`src/source/rv_core_consts.svh`:
```
`ifndef RV_CORE_CONSTS_SVH
`define RV_CORE_CONSTS_SVH

`define XLEN            32
`define GPR_ADDR_WIDTH  5
`define GPR_COUNT       32
`define RESET_PC        32'h0000_0000

// major opcodes
`define OPC_OP          7'b0110011
`define OPC_OP_IMM      7'b0010011
`define OPC_LOAD        7'b0000011
`define OPC_STORE       7'b0100011
`define OPC_BRANCH      7'b1100011

`define F3_ADD_SUB      3'b000
`define F3_SLT          3'b010
`define F3_XOR          3'b100
`define F3_OR           3'b110
`define F3_AND          3'b111
`define F3_BEQ          3'b000
`define F3_BNE          3'b001
`define F3_LW_SW        3'b010

`define F7_SUB          7'b0100000

`endif

```
`src/source/rv_core_pkg.sv`:
```
`include "rv_core_consts.svh"

package rv_core_pkg;

    typedef enum logic [2:0] {
        ALU_ADD,
        ALU_SUB,
        ALU_AND,
        ALU_OR,
        ALU_XOR,
        ALU_SLT
    } alu_op_t;

    typedef enum logic {
        WB_ALU,
        WB_LOAD
    } wb_sel_t;

    typedef struct packed {
        logic [`XLEN-1:0]           pc;
        logic [`XLEN-1:0]           insn;
    } if_id_t;

    typedef struct packed {
        logic [`XLEN-1:0]           pc;
        logic [`GPR_ADDR_WIDTH-1:0] rs1;
        logic [`GPR_ADDR_WIDTH-1:0] rs2;
        logic [`XLEN-1:0]           rs1_data;
        logic [`XLEN-1:0]           rs2_data;
        logic [`XLEN-1:0]           imm;
        logic                       use_imm;
        alu_op_t                    alu_op;
        logic                       branch;
        logic                       branch_ne;
        logic                       mem_re;
        logic                       mem_we;
        logic                       reg_we;
        logic [`GPR_ADDR_WIDTH-1:0] rd;
        wb_sel_t                    wb_sel;
    } id_ex_t;

    typedef struct packed {
        logic [`XLEN-1:0]           alu_result;
        logic [`XLEN-1:0]           store_data;
        logic                       mem_re;
        logic                       mem_we;
        logic                       reg_we;
        logic [`GPR_ADDR_WIDTH-1:0] rd;
        wb_sel_t                    wb_sel;
    } ex_mem_t;

    typedef struct packed {
        logic [`XLEN-1:0]           alu_result;
        logic                       reg_we;
        logic [`GPR_ADDR_WIDTH-1:0] rd;
        wb_sel_t                    wb_sel;
    } mem_wb_t;

endpackage

```
`src/source/decoder.sv`:
```
`timescale 1ns/1ps
`include "rv_core_consts.svh"

module decoder (
    input  rv_core_pkg::if_id_t        if_id,
    output logic [`GPR_ADDR_WIDTH-1:0] rd_addr_0,
    output logic [`GPR_ADDR_WIDTH-1:0] rd_addr_1,
    input  logic [`XLEN-1:0]           rd_data_0,
    input  logic [`XLEN-1:0]           rd_data_1,
    output rv_core_pkg::id_ex_t        id_ex
);

    logic [6:0]          opcode;
    logic [2:0]          funct3;
    logic [6:0]          funct7;
    logic [`XLEN-1:0]    imm_i;
    logic [`XLEN-1:0]    imm_s;
    logic [`XLEN-1:0]    imm_b;
    logic                use_rs1;
    logic                use_rs2;
    rv_core_pkg::id_ex_t dec;

    assign opcode = if_id.insn[6:0];
    assign funct3 = if_id.insn[14:12];
    assign funct7 = if_id.insn[31:25];

    assign imm_i = {{20{if_id.insn[31]}}, if_id.insn[31:20]};
    assign imm_s = {{20{if_id.insn[31]}}, if_id.insn[31:25], if_id.insn[11:7]};
    assign imm_b = {{19{if_id.insn[31]}}, if_id.insn[31], if_id.insn[7],
                    if_id.insn[30:25], if_id.insn[11:8], 1'b0};

    always_comb begin
        dec        = '0;
        dec.pc     = if_id.pc;
        dec.alu_op = rv_core_pkg::ALU_ADD;
        dec.wb_sel = rv_core_pkg::WB_ALU;
        use_rs1    = 1'b0;
        use_rs2    = 1'b0;
        case (opcode)
            `OPC_OP: begin
                if (funct7 == 7'b0 || (funct3 == `F3_ADD_SUB && funct7 == `F7_SUB)) begin
                    use_rs1    = 1'b1;
                    use_rs2    = 1'b1;
                    dec.reg_we = 1'b1;
                    case (funct3)
                        `F3_ADD_SUB: dec.alu_op = (funct7 == `F7_SUB) ? rv_core_pkg::ALU_SUB
                                                                      : rv_core_pkg::ALU_ADD;
                        `F3_SLT: dec.alu_op = rv_core_pkg::ALU_SLT;
                        `F3_XOR: dec.alu_op = rv_core_pkg::ALU_XOR;
                        `F3_OR:  dec.alu_op = rv_core_pkg::ALU_OR;
                        `F3_AND: dec.alu_op = rv_core_pkg::ALU_AND;
                        default: begin
                            // shifts and sltu are not supported
                            use_rs1    = 1'b0;
                            use_rs2    = 1'b0;
                            dec.reg_we = 1'b0;
                        end
                    endcase
                end
            end
            `OPC_OP_IMM: begin
                // addi only
                if (funct3 == `F3_ADD_SUB) begin
                    use_rs1     = 1'b1;
                    dec.use_imm = 1'b1;
                    dec.imm     = imm_i;
                    dec.reg_we  = 1'b1;
                end
            end
            `OPC_LOAD: begin
                if (funct3 == `F3_LW_SW) begin
                    use_rs1     = 1'b1;
                    dec.use_imm = 1'b1;
                    dec.imm     = imm_i;
                    dec.mem_re  = 1'b1;
                    dec.reg_we  = 1'b1;
                    dec.wb_sel  = rv_core_pkg::WB_LOAD;
                end
            end
            `OPC_STORE: begin
                if (funct3 == `F3_LW_SW) begin
                    use_rs1     = 1'b1;
                    use_rs2     = 1'b1;
                    dec.use_imm = 1'b1;
                    dec.imm     = imm_s;
                    dec.mem_we  = 1'b1;
                end
            end
            `OPC_BRANCH: begin
                if (funct3 == `F3_BEQ || funct3 == `F3_BNE) begin
                    use_rs1       = 1'b1;
                    use_rs2       = 1'b1;
                    dec.imm       = imm_b;
                    dec.branch    = 1'b1;
                    dec.branch_ne = (funct3 == `F3_BNE);
                end
            end
            default: ;
        endcase
        // unused fields read as x0 so they never hit a hazard
        dec.rs1 = use_rs1 ? if_id.insn[19:15] : '0;
        dec.rs2 = use_rs2 ? if_id.insn[24:20] : '0;
        dec.rd  = dec.reg_we ? if_id.insn[11:7] : '0;
    end

    assign rd_addr_0 = dec.rs1;
    assign rd_addr_1 = dec.rs2;

    always_comb begin
        id_ex          = dec;
        id_ex.rs1_data = rd_data_0;
        id_ex.rs2_data = rd_data_1;
    end

endmodule

```
`src/source/execute.sv`:
```
`timescale 1ns/1ps
`include "rv_core_consts.svh"

module execute (
    input  rv_core_pkg::id_ex_t        id_ex,
    input  rv_core_pkg::ex_mem_t       mem_fwd,
    input  logic                       mem_fwd_valid,
    input  logic                       wb_we,
    input  logic [`GPR_ADDR_WIDTH-1:0] wb_addr,
    input  logic [`XLEN-1:0]           wb_data,
    output rv_core_pkg::ex_mem_t       ex_mem,
    output logic                       branch_taken,
    output logic [`XLEN-1:0]           branch_target
);

    logic [`XLEN-1:0] rs1_val;
    logic [`XLEN-1:0] rs2_val;
    logic [`XLEN-1:0] op_b;
    logic [`XLEN-1:0] alu_result;

    // memory stage wins over writeback, writeback over the register file
    function automatic logic [`XLEN-1:0] fwd_operand(
        input logic [`GPR_ADDR_WIDTH-1:0] rs,
        input logic [`XLEN-1:0]           rf_val
    );
        if (rs != '0 && mem_fwd_valid && mem_fwd.reg_we && mem_fwd.rd == rs
                && mem_fwd.wb_sel == rv_core_pkg::WB_ALU) begin
            return mem_fwd.alu_result;
        end else if (rs != '0 && wb_we && wb_addr == rs) begin
            return wb_data;
        end
        return rf_val;
    endfunction

    always_comb begin
        rs1_val = fwd_operand(id_ex.rs1, id_ex.rs1_data);
        rs2_val = fwd_operand(id_ex.rs2, id_ex.rs2_data);
    end

    assign op_b = id_ex.use_imm ? id_ex.imm : rs2_val;

    always_comb begin
        case (id_ex.alu_op)
            rv_core_pkg::ALU_SUB: alu_result = rs1_val - op_b;
            rv_core_pkg::ALU_AND: alu_result = rs1_val & op_b;
            rv_core_pkg::ALU_OR:  alu_result = rs1_val | op_b;
            rv_core_pkg::ALU_XOR: alu_result = rs1_val ^ op_b;
            rv_core_pkg::ALU_SLT: begin
                alu_result = {{(`XLEN-1){1'b0}}, $signed(rs1_val) < $signed(op_b)};
            end
            default: alu_result = rs1_val + op_b;
        endcase
    end

    // beq / bne on the forwarded operands
    assign branch_taken  = id_ex.branch && (id_ex.branch_ne ? (rs1_val != rs2_val)
                                                            : (rs1_val == rs2_val));
    assign branch_target = id_ex.pc + id_ex.imm;

    always_comb begin
        ex_mem.alu_result = alu_result;
        ex_mem.store_data = rs2_val;
        ex_mem.mem_re     = id_ex.mem_re;
        ex_mem.mem_we     = id_ex.mem_we;
        ex_mem.reg_we     = id_ex.reg_we;
        ex_mem.rd         = id_ex.rd;
        ex_mem.wb_sel     = id_ex.wb_sel;
    end

endmodule

```
`src/source/gpr.sv`:
```
`timescale 1ns/1ps
`include "rv_core_consts.svh"

module gpr (
    input  logic                       clk,
    input  logic                       rst_n,
    input  logic                       we,
    input  logic [`GPR_ADDR_WIDTH-1:0] wr_addr,
    input  logic [`XLEN-1:0]           wr_data,
    input  logic [`GPR_ADDR_WIDTH-1:0] rd_addr_0,
    input  logic [`GPR_ADDR_WIDTH-1:0] rd_addr_1,
    output logic [`XLEN-1:0]           rd_data_0,
    output logic [`XLEN-1:0]           rd_data_1
);

    logic [`XLEN-1:0] regs [`GPR_COUNT];

    // x0 stays zero, writes to it are dropped
    always_ff @(posedge clk) begin
        if (!rst_n) begin
            for (int i = 0; i < `GPR_COUNT; i++) begin
                regs[i] <= '0;
            end
        end else if (we && wr_addr != '0) begin
            regs[wr_addr] <= wr_data;
        end
    end

    function automatic logic [`XLEN-1:0] read_port(input logic [`GPR_ADDR_WIDTH-1:0] addr);
        if (addr == '0) begin
            return '0;
        end else if (we && addr == wr_addr) begin
            // write-through for same-cycle writeback
            return wr_data;
        end
        return regs[addr];
    endfunction

    always_comb begin
        rd_data_0 = read_port(rd_addr_0);
        rd_data_1 = read_port(rd_addr_1);
    end

endmodule

```
`src/source/pc_ctrl.sv`:
```
`timescale 1ns/1ps
`include "rv_core_consts.svh"

module pc_ctrl (
    input  logic                       clk,
    input  logic                       rst_n,
    input  logic                       cpu_en,
    input  rv_core_pkg::id_ex_t        id_ex,
    input  logic                       id_ex_valid,
    input  logic [`GPR_ADDR_WIDTH-1:0] rs1_addr,
    input  logic [`GPR_ADDR_WIDTH-1:0] rs2_addr,
    input  logic                       branch_taken,
    input  logic [`XLEN-1:0]           branch_target,
    output logic [`XLEN-1:0]           pc,
    output logic                       if_stall,
    output logic                       id_flush,
    output logic                       if_flush
);

    logic take_branch;
    logic load_use;

    assign take_branch = id_ex_valid && branch_taken;

    // load in execute feeding the instruction in decode
    assign load_use = id_ex_valid && id_ex.mem_re && id_ex.rd != '0
                      && (id_ex.rd == rs1_addr || id_ex.rd == rs2_addr);

    // taken branch cancels the two younger instructions
    assign if_flush = take_branch;
    assign id_flush = take_branch || load_use;
    assign if_stall = load_use && !take_branch;

    always_ff @(posedge clk) begin
        if (!rst_n) begin
            pc <= `RESET_PC;
        end else if (cpu_en) begin
            if (take_branch) begin
                pc <= branch_target;
            end else if (!if_stall) begin
                pc <= pc + `XLEN'd4;
            end
        end
    end

endmodule

```
`src/source/pipe_reg.sv`:
```
`timescale 1ns/1ps

module pipe_reg #(
    parameter type payload_t = logic
) (
    input  logic     clk,
    input  logic     rst_n,
    input  logic     en,
    input  logic     stall,
    input  logic     flush,
    input  payload_t d,
    output payload_t q,
    output logic     valid,
    input  logic     in_valid
);

    always_ff @(posedge clk) begin
        if (en && !stall) begin
            q <= d;
        end
    end

    // a flushed stage turns into a bubble
    always_ff @(posedge clk) begin
        if (!rst_n) begin
            valid <= 1'b0;
        end else if (en) begin
            if (flush) begin
                valid <= 1'b0;
            end else if (!stall) begin
                valid <= in_valid;
            end
        end
    end

endmodule

```
`src/source/pipeline_cpu_top.sv`:
```
`timescale 1ns/1ps
`include "rv_core_consts.svh"

module pipeline_cpu_top (
    input  logic             clk,
    input  logic             rst_n,
    input  logic             cpu_en,
    output logic [`XLEN-1:0] pc,
    input  logic [`XLEN-1:0] insn,
    output logic [`XLEN-1:0] data_addr,
    output logic [`XLEN-1:0] data_wdata,
    output logic             data_we,
    output logic             data_re,
    input  logic [`XLEN-1:0] data_rdata
);

    rv_core_pkg::if_id_t        if_id_d, if_id;
    rv_core_pkg::id_ex_t        id_ex_d, id_ex;
    rv_core_pkg::ex_mem_t       ex_mem_d, ex_mem;
    rv_core_pkg::mem_wb_t       mem_wb_d, mem_wb;
    logic                       if_valid, id_valid, ex_valid, mem_valid;
    logic                       if_stall, if_flush, id_flush;
    logic                       branch_taken;
    logic [`XLEN-1:0]           branch_target;
    logic [`GPR_ADDR_WIDTH-1:0] rd_addr_0, rd_addr_1;
    logic [`XLEN-1:0]           rd_data_0, rd_data_1;
    logic                       wb_we;
    logic [`XLEN-1:0]           wb_data;

    pc_ctrl u_pc_ctrl (
        .clk(clk), .rst_n(rst_n), .cpu_en(cpu_en),
        .id_ex(id_ex), .id_ex_valid(id_valid),
        .rs1_addr(rd_addr_0), .rs2_addr(rd_addr_1),
        .branch_taken(branch_taken), .branch_target(branch_target),
        .pc(pc), .if_stall(if_stall), .id_flush(id_flush), .if_flush(if_flush)
    );

    assign if_id_d = '{pc: pc, insn: insn};

    pipe_reg #(.payload_t(rv_core_pkg::if_id_t)) u_if_reg (
        .clk(clk), .rst_n(rst_n), .en(cpu_en), .stall(if_stall), .flush(if_flush),
        .d(if_id_d), .q(if_id), .valid(if_valid), .in_valid(1'b1)
    );

    decoder u_decoder (
        .if_id(if_id), .rd_addr_0(rd_addr_0), .rd_addr_1(rd_addr_1),
        .rd_data_0(rd_data_0), .rd_data_1(rd_data_1), .id_ex(id_ex_d)
    );

    gpr u_gpr (
        .clk(clk), .rst_n(rst_n), .we(wb_we), .wr_addr(mem_wb.rd), .wr_data(wb_data),
        .rd_addr_0(rd_addr_0), .rd_addr_1(rd_addr_1),
        .rd_data_0(rd_data_0), .rd_data_1(rd_data_1)
    );

    pipe_reg #(.payload_t(rv_core_pkg::id_ex_t)) u_id_reg (
        .clk(clk), .rst_n(rst_n), .en(cpu_en), .stall(1'b0), .flush(id_flush),
        .d(id_ex_d), .q(id_ex), .valid(id_valid), .in_valid(if_valid)
    );

    execute u_execute (
        .id_ex(id_ex), .mem_fwd(ex_mem), .mem_fwd_valid(ex_valid),
        .wb_we(wb_we), .wb_addr(mem_wb.rd), .wb_data(wb_data),
        .ex_mem(ex_mem_d), .branch_taken(branch_taken), .branch_target(branch_target)
    );

    pipe_reg #(.payload_t(rv_core_pkg::ex_mem_t)) u_ex_reg (
        .clk(clk), .rst_n(rst_n), .en(cpu_en), .stall(1'b0), .flush(1'b0),
        .d(ex_mem_d), .q(ex_mem), .valid(ex_valid), .in_valid(id_valid)
    );

    // memory stage drives the data port straight from the register
    assign data_addr  = ex_mem.alu_result;
    assign data_wdata = ex_mem.store_data;
    assign data_we    = cpu_en && ex_valid && ex_mem.mem_we;
    assign data_re    = cpu_en && ex_valid && ex_mem.mem_re;

    assign mem_wb_d = '{alu_result: ex_mem.alu_result, reg_we: ex_mem.reg_we,
                        rd: ex_mem.rd, wb_sel: ex_mem.wb_sel};

    pipe_reg #(.payload_t(rv_core_pkg::mem_wb_t)) u_mem_reg (
        .clk(clk), .rst_n(rst_n), .en(cpu_en), .stall(1'b0), .flush(1'b0),
        .d(mem_wb_d), .q(mem_wb), .valid(mem_valid), .in_valid(ex_valid)
    );

    // load data arrives from the sram in the writeback cycle
    assign wb_data = (mem_wb.wb_sel == rv_core_pkg::WB_LOAD) ? data_rdata : mem_wb.alu_result;
    assign wb_we   = cpu_en && mem_valid && mem_wb.reg_we;

endmodule

```
`config.mk`:
```
export PLATFORM = sky130hd
export DESIGN_NAME = pipeline_cpu_top
export DESIGN_NICKNAME = d
export VERILOG_FILES = /design/src/source/rv_core_pkg.sv /design/src/source/decoder.sv /design/src/source/execute.sv /design/src/source/gpr.sv /design/src/source/pc_ctrl.sv /design/src/source/pipe_reg.sv /design/src/source/pipeline_cpu_top.sv
export VERILOG_INCLUDE_DIRS = /design/src /design/src/source
export SDC_FILE = /design/constraint.sdc
export NUM_CORES = 2
export LEC_CHECK = 0
export ABC_AREA = 0
export BUFFER_PORTS_ARGS = -buffer_cell sky130_fd_sc_hd__clkbuf_2
export CAP_MARGIN = 20
export CORE_UTILIZATION = 40
export CTS_BUF_LIST = sky130_fd_sc_hd__clkbuf_16
export CTS_CLUSTER_SIZE = 40
export DETAILED_ROUTE_END_ITERATION = 12
export PLACE_DENSITY = 0.52
export SYNTH_ARGS = -nofsm -noshare
export SYNTH_HDL_FRONTEND = slang
export SYNTH_SLANG_ARGS = --single-unit
```
`constraint.sdc`:
```
create_clock -name clk -period 8 [get_ports clk]
set_input_delay 1.6 -clock clk [delete_from_list [all_inputs] [get_ports clk]]
set_output_delay 1.6 -clock clk [all_outputs]
set_load 0.05 [all_outputs]
```
==> flow_summary_export.csv <==
group,metric,value,unit
pwr,p_total,0.0173,W
worst_hold_path,min_from,"u_if_reg.q[57]",
pwr,ir_worst_vdd,0.000213,V
final_layout,seqCellArea,0.0407,sq mm
timing,relSlewSlack,20.8,%
global_route,grt_max_degree,140,
timing,maxSlewViolCount,0,
final_layout,multi_input_area,0.0335,sq mm
synth,synth-simple-area-share,18.8,%
final_layout,fillers,18100,
worst_hold_path,hold_class,"reg2reg",
clock_network,cts_tree,"built",
synth,yosys-mux-area-fraction,3.83,%
critical_path,worstPathArrival,7.58,ns
floorplan,io_pins,165,
timing,post-route-min-period,6.87,ns
timing,finalClockSkew,0.0394,ns
floorplan,chipWidth,442,um
final_layout,finish.instance_area,0.0857,sq mm
final_layout,layout.nets,7973,
pwr,power.leakage,31.8,nW
synth,synth_top_family_by_area,"simple AND/OR/NAND/NOR gates",
routing,postRouteAntennaNets,0,
critical_path,cp.required,8.71,ns
global_route,met1_usage,41.0,%
synth,synth.distinct_cells,86,
flow_run,cap_violations,0,
synth,synth_top_cell_by_area,"edfxtp_1",
timing,fin_tns_setup,0,ns
synth,yosysWarnings,0,
global_route,busiest_layer,"met2",
clock_network,cts-buffers-inserted,161,
global_route,grt_use_met3,6.55,%
routing,drt_iter0_drc,8816,
global_route,grt.overflow.total,0,
floorplan,initial_core_util,40.5,%
critical_path,crit_type,"in2reg",
timing,fmax,0.145,GHz
timing,tightestPinTransition,1.18,ns
critical_path,r2r_cells,20,
synth,synth_top_cells_by_count,"edfxtp_1, nand2_1, nor2_1",
placement,io_buffers,164,
clock_network,cts_resized,0,
timing,min_period_over_period,85.9,%
clock_network,cts.sinks,1368,
global_route,antenna_found_initial,10,
floorplan,coreArea,0.191,sq mm
synth,synth_area_leaders,"edfxtp_1, nand2_1, nor2_1, nand3_1, clkbuf_1",
clock_network,cts.reportedPaths.clkPinSlew,0.06,ns
global_route,grt_pass1_wl,447000,um
placement,placed_cells,10100,
floorplan,die_h,442,um
critical_path,reg2reg_slack,1.33,ns
timing,finalSetupViolCount,0,
critical_path,worst-path-max-fanout,28,
routing,routed-via-count,66700,
routing,routed_wl,313000,um
placement,dpl_worst_slack,0.387,ns
critical_path,r2r-start,"u_id_reg.q[111]",
routing,wl_per_cell,30.0,um
floorplan,die_area,0.195,sq mm
placement,place_hpwl,187000,um
synth,synth-xor-area-share,1.08,%
critical_path,r2r_end,"u_ex_reg.q[72]",
placement,placed_cell_area,0.0806,sq mm
final_layout,drive_above_1_share,10.6,%
routing,via_per_inst,6.40,
critical_path,startpoint_type,"input port",
synth,synthAdderAreaFrac,2.15,%
clock_network,cts_buffer_depth,3,
synth,synth_most_common_cell,"edfxtp_1",
global_route,grt_usage,30.9,%
pwr,p_per_area,202,mW/mm^2
clock_network,cts_hold_buf,0,
synth,synthDominantCellAreaShare,51.7,%
placement,gp_congestion,0.952,
clock_network,cts-root-buf,"clkbuf_16",
final_layout,syn_to_final_growth,10.8,%
timing,setup_slack,1.13,ns
timing,hold_viol,0,
synth,synth_flop_cell,"edfxtp_1",
synth,ys_ff_latch,1368,
synth,seq_area_frac_synth,52.7,%
status,status,"completed",
routing,drc,0,
timing,grt_setup_unrepaired,"false",
synth,synth_compound_area_share,16.4,%
routing,drt_pre_antenna_iters,9,
worst_hold_path,hold_depth,0,
clock_network,ctsHtreeMaxLevel,4,
final_layout,layout.cells.non_filler,10400,
floorplan,num_rows,160,
synth,synth_edf_count,1332,
worst_hold_path,hold_end,"u_id_reg.q[146]",
synth,synthCells,8015,
synth,async_reset_ff_share,0,%
global_route,use_met2,48.3,%
critical_path,cp-end-kind,"register",
synth,synth.avg_cell_area,9.64,sq um
clock_network,clk_latency,0.84,ns
synth,synthesis.area,0.0773,sq mm
global_route,grt_pass1_vias,63300,
clock_network,postCtsSetupBuffers,0,
[placed cells by master, fill, tap and decap left out, types with 50 or more instances in the layout]
cell,n
o221ai_1,288
buf_4,190
nor2_1,1189
and3_1,121
o21ai_0,167
clkbuf_2,162
edfxtp_1,1332
mux2i_1,141
nand2_2,50
a221oi_1,102
nand3_1,573
a311oi_1,196
nor3_1,105
xnor2_1,65
a211oi_1,199
nand2_1,1223
clkbuf_16,166
inv_1,165
ha_1,128
a21oi_1,453
[metrics by stage]
stage	utilization (%)	hold WS [ns]
final	44.9	0.396
after global routing	44.8	0.409
after CTS	44.8	0.400
after global placement	42.2	0.401
after floorplan	-	0.400
after detailed placement	42.2	0.405
[final cells by class]
type                            instances  share of cell area [%]
Timing Repair Buffer                  386                    3.28
Inverter                              138                   0.665
Multi-Input combinational cell       5720                    39.0
Clock buffer                          166                    4.85
Sequential cell                      1368                    47.5
Tap cell                             2511                    3.67
Antenna cell                            5                  0.0146
Clock inverter                        122                   0.946
[cells by family after synthesis]
kind of cell               count (synthesis)
adders and majority gates                131
xor gates and xnor gates                  95
buffers and inverters                    958
and+or+nand+nor                         3433
muxes                                    251
other                                      1
AOI/OAI and AO/OA                       1778
DFF                                     1368
[routing by layer]
metal | part of all wire (%) | up-vias | routed length, um
met5 | 0.028 | - | 86
met4 | 4.6 | 6 | 14300
met3 | 9.9 | 728 | 30900
met2 | 45 | 3934 | 142000
met1 | 40 | 33000 | 126000
li1 | - | 29000 | -
[state kept, by name (all words and copies together) (netlist names)]
signal and count:
u_ex_reg.q 72, u_ex_reg.valid 1, u_gpr.regs 1024, u_id_reg.q 133
u_id_reg.valid 1, u_if_reg.q 64, u_if_reg.valid 1, u_mem_reg.q 39
u_mem_reg.valid 1, u_pc_ctrl.pc 32
[where the power goes]
part / switching [W] / internal, W / total, W
combinational: 0.00126 / 0.000521 / 0.00178
sequential: 0.000215 / 0.00815 / 0.00836
clock: 0.00315 / 0.00397 / 0.00712
total: 0.00462 / 0.0126 / 0.0173
[critical path: stages]
cell and delay, ns:
buf_8 0.11, and3_1 0.20, buf_4 0.16, and4_1 0.42
buf_4 0.40, a21o_1 0.22, nand2_1 0.10, o21ai_0 0.50
ha_1 0.37, a21o_1 0.17, a21oi_1 0.31, o21ai_0 0.16
a21o_1 0.24, a221oi_1 0.79, a211oi_1 0.31, o21ai_0 0.37
a21oi_1 0.19, a31oi_1 0.38, o221ai_1 0.21, a21oi_1 0.17
o22a_1 0.18
[worst max path at each step]
stage	slack [ns]	end	start
6_report	1.13	u_ex_reg.q[72]	cpu_en
2_1_floorplan	1.71	u_ex_reg.q[71]	cpu_en
4_1_cts	1.29	u_ex_reg.q[72]	cpu_en
3_3_place_gp	0.54	u_ex_reg.q[72]	cpu_en
3_5_place_dp	0.39	u_ex_reg.q[72]	cpu_en
5_1_grt	0.84	u_ex_reg.q[72]	cpu_en
(Power assumes the default switching activity.)
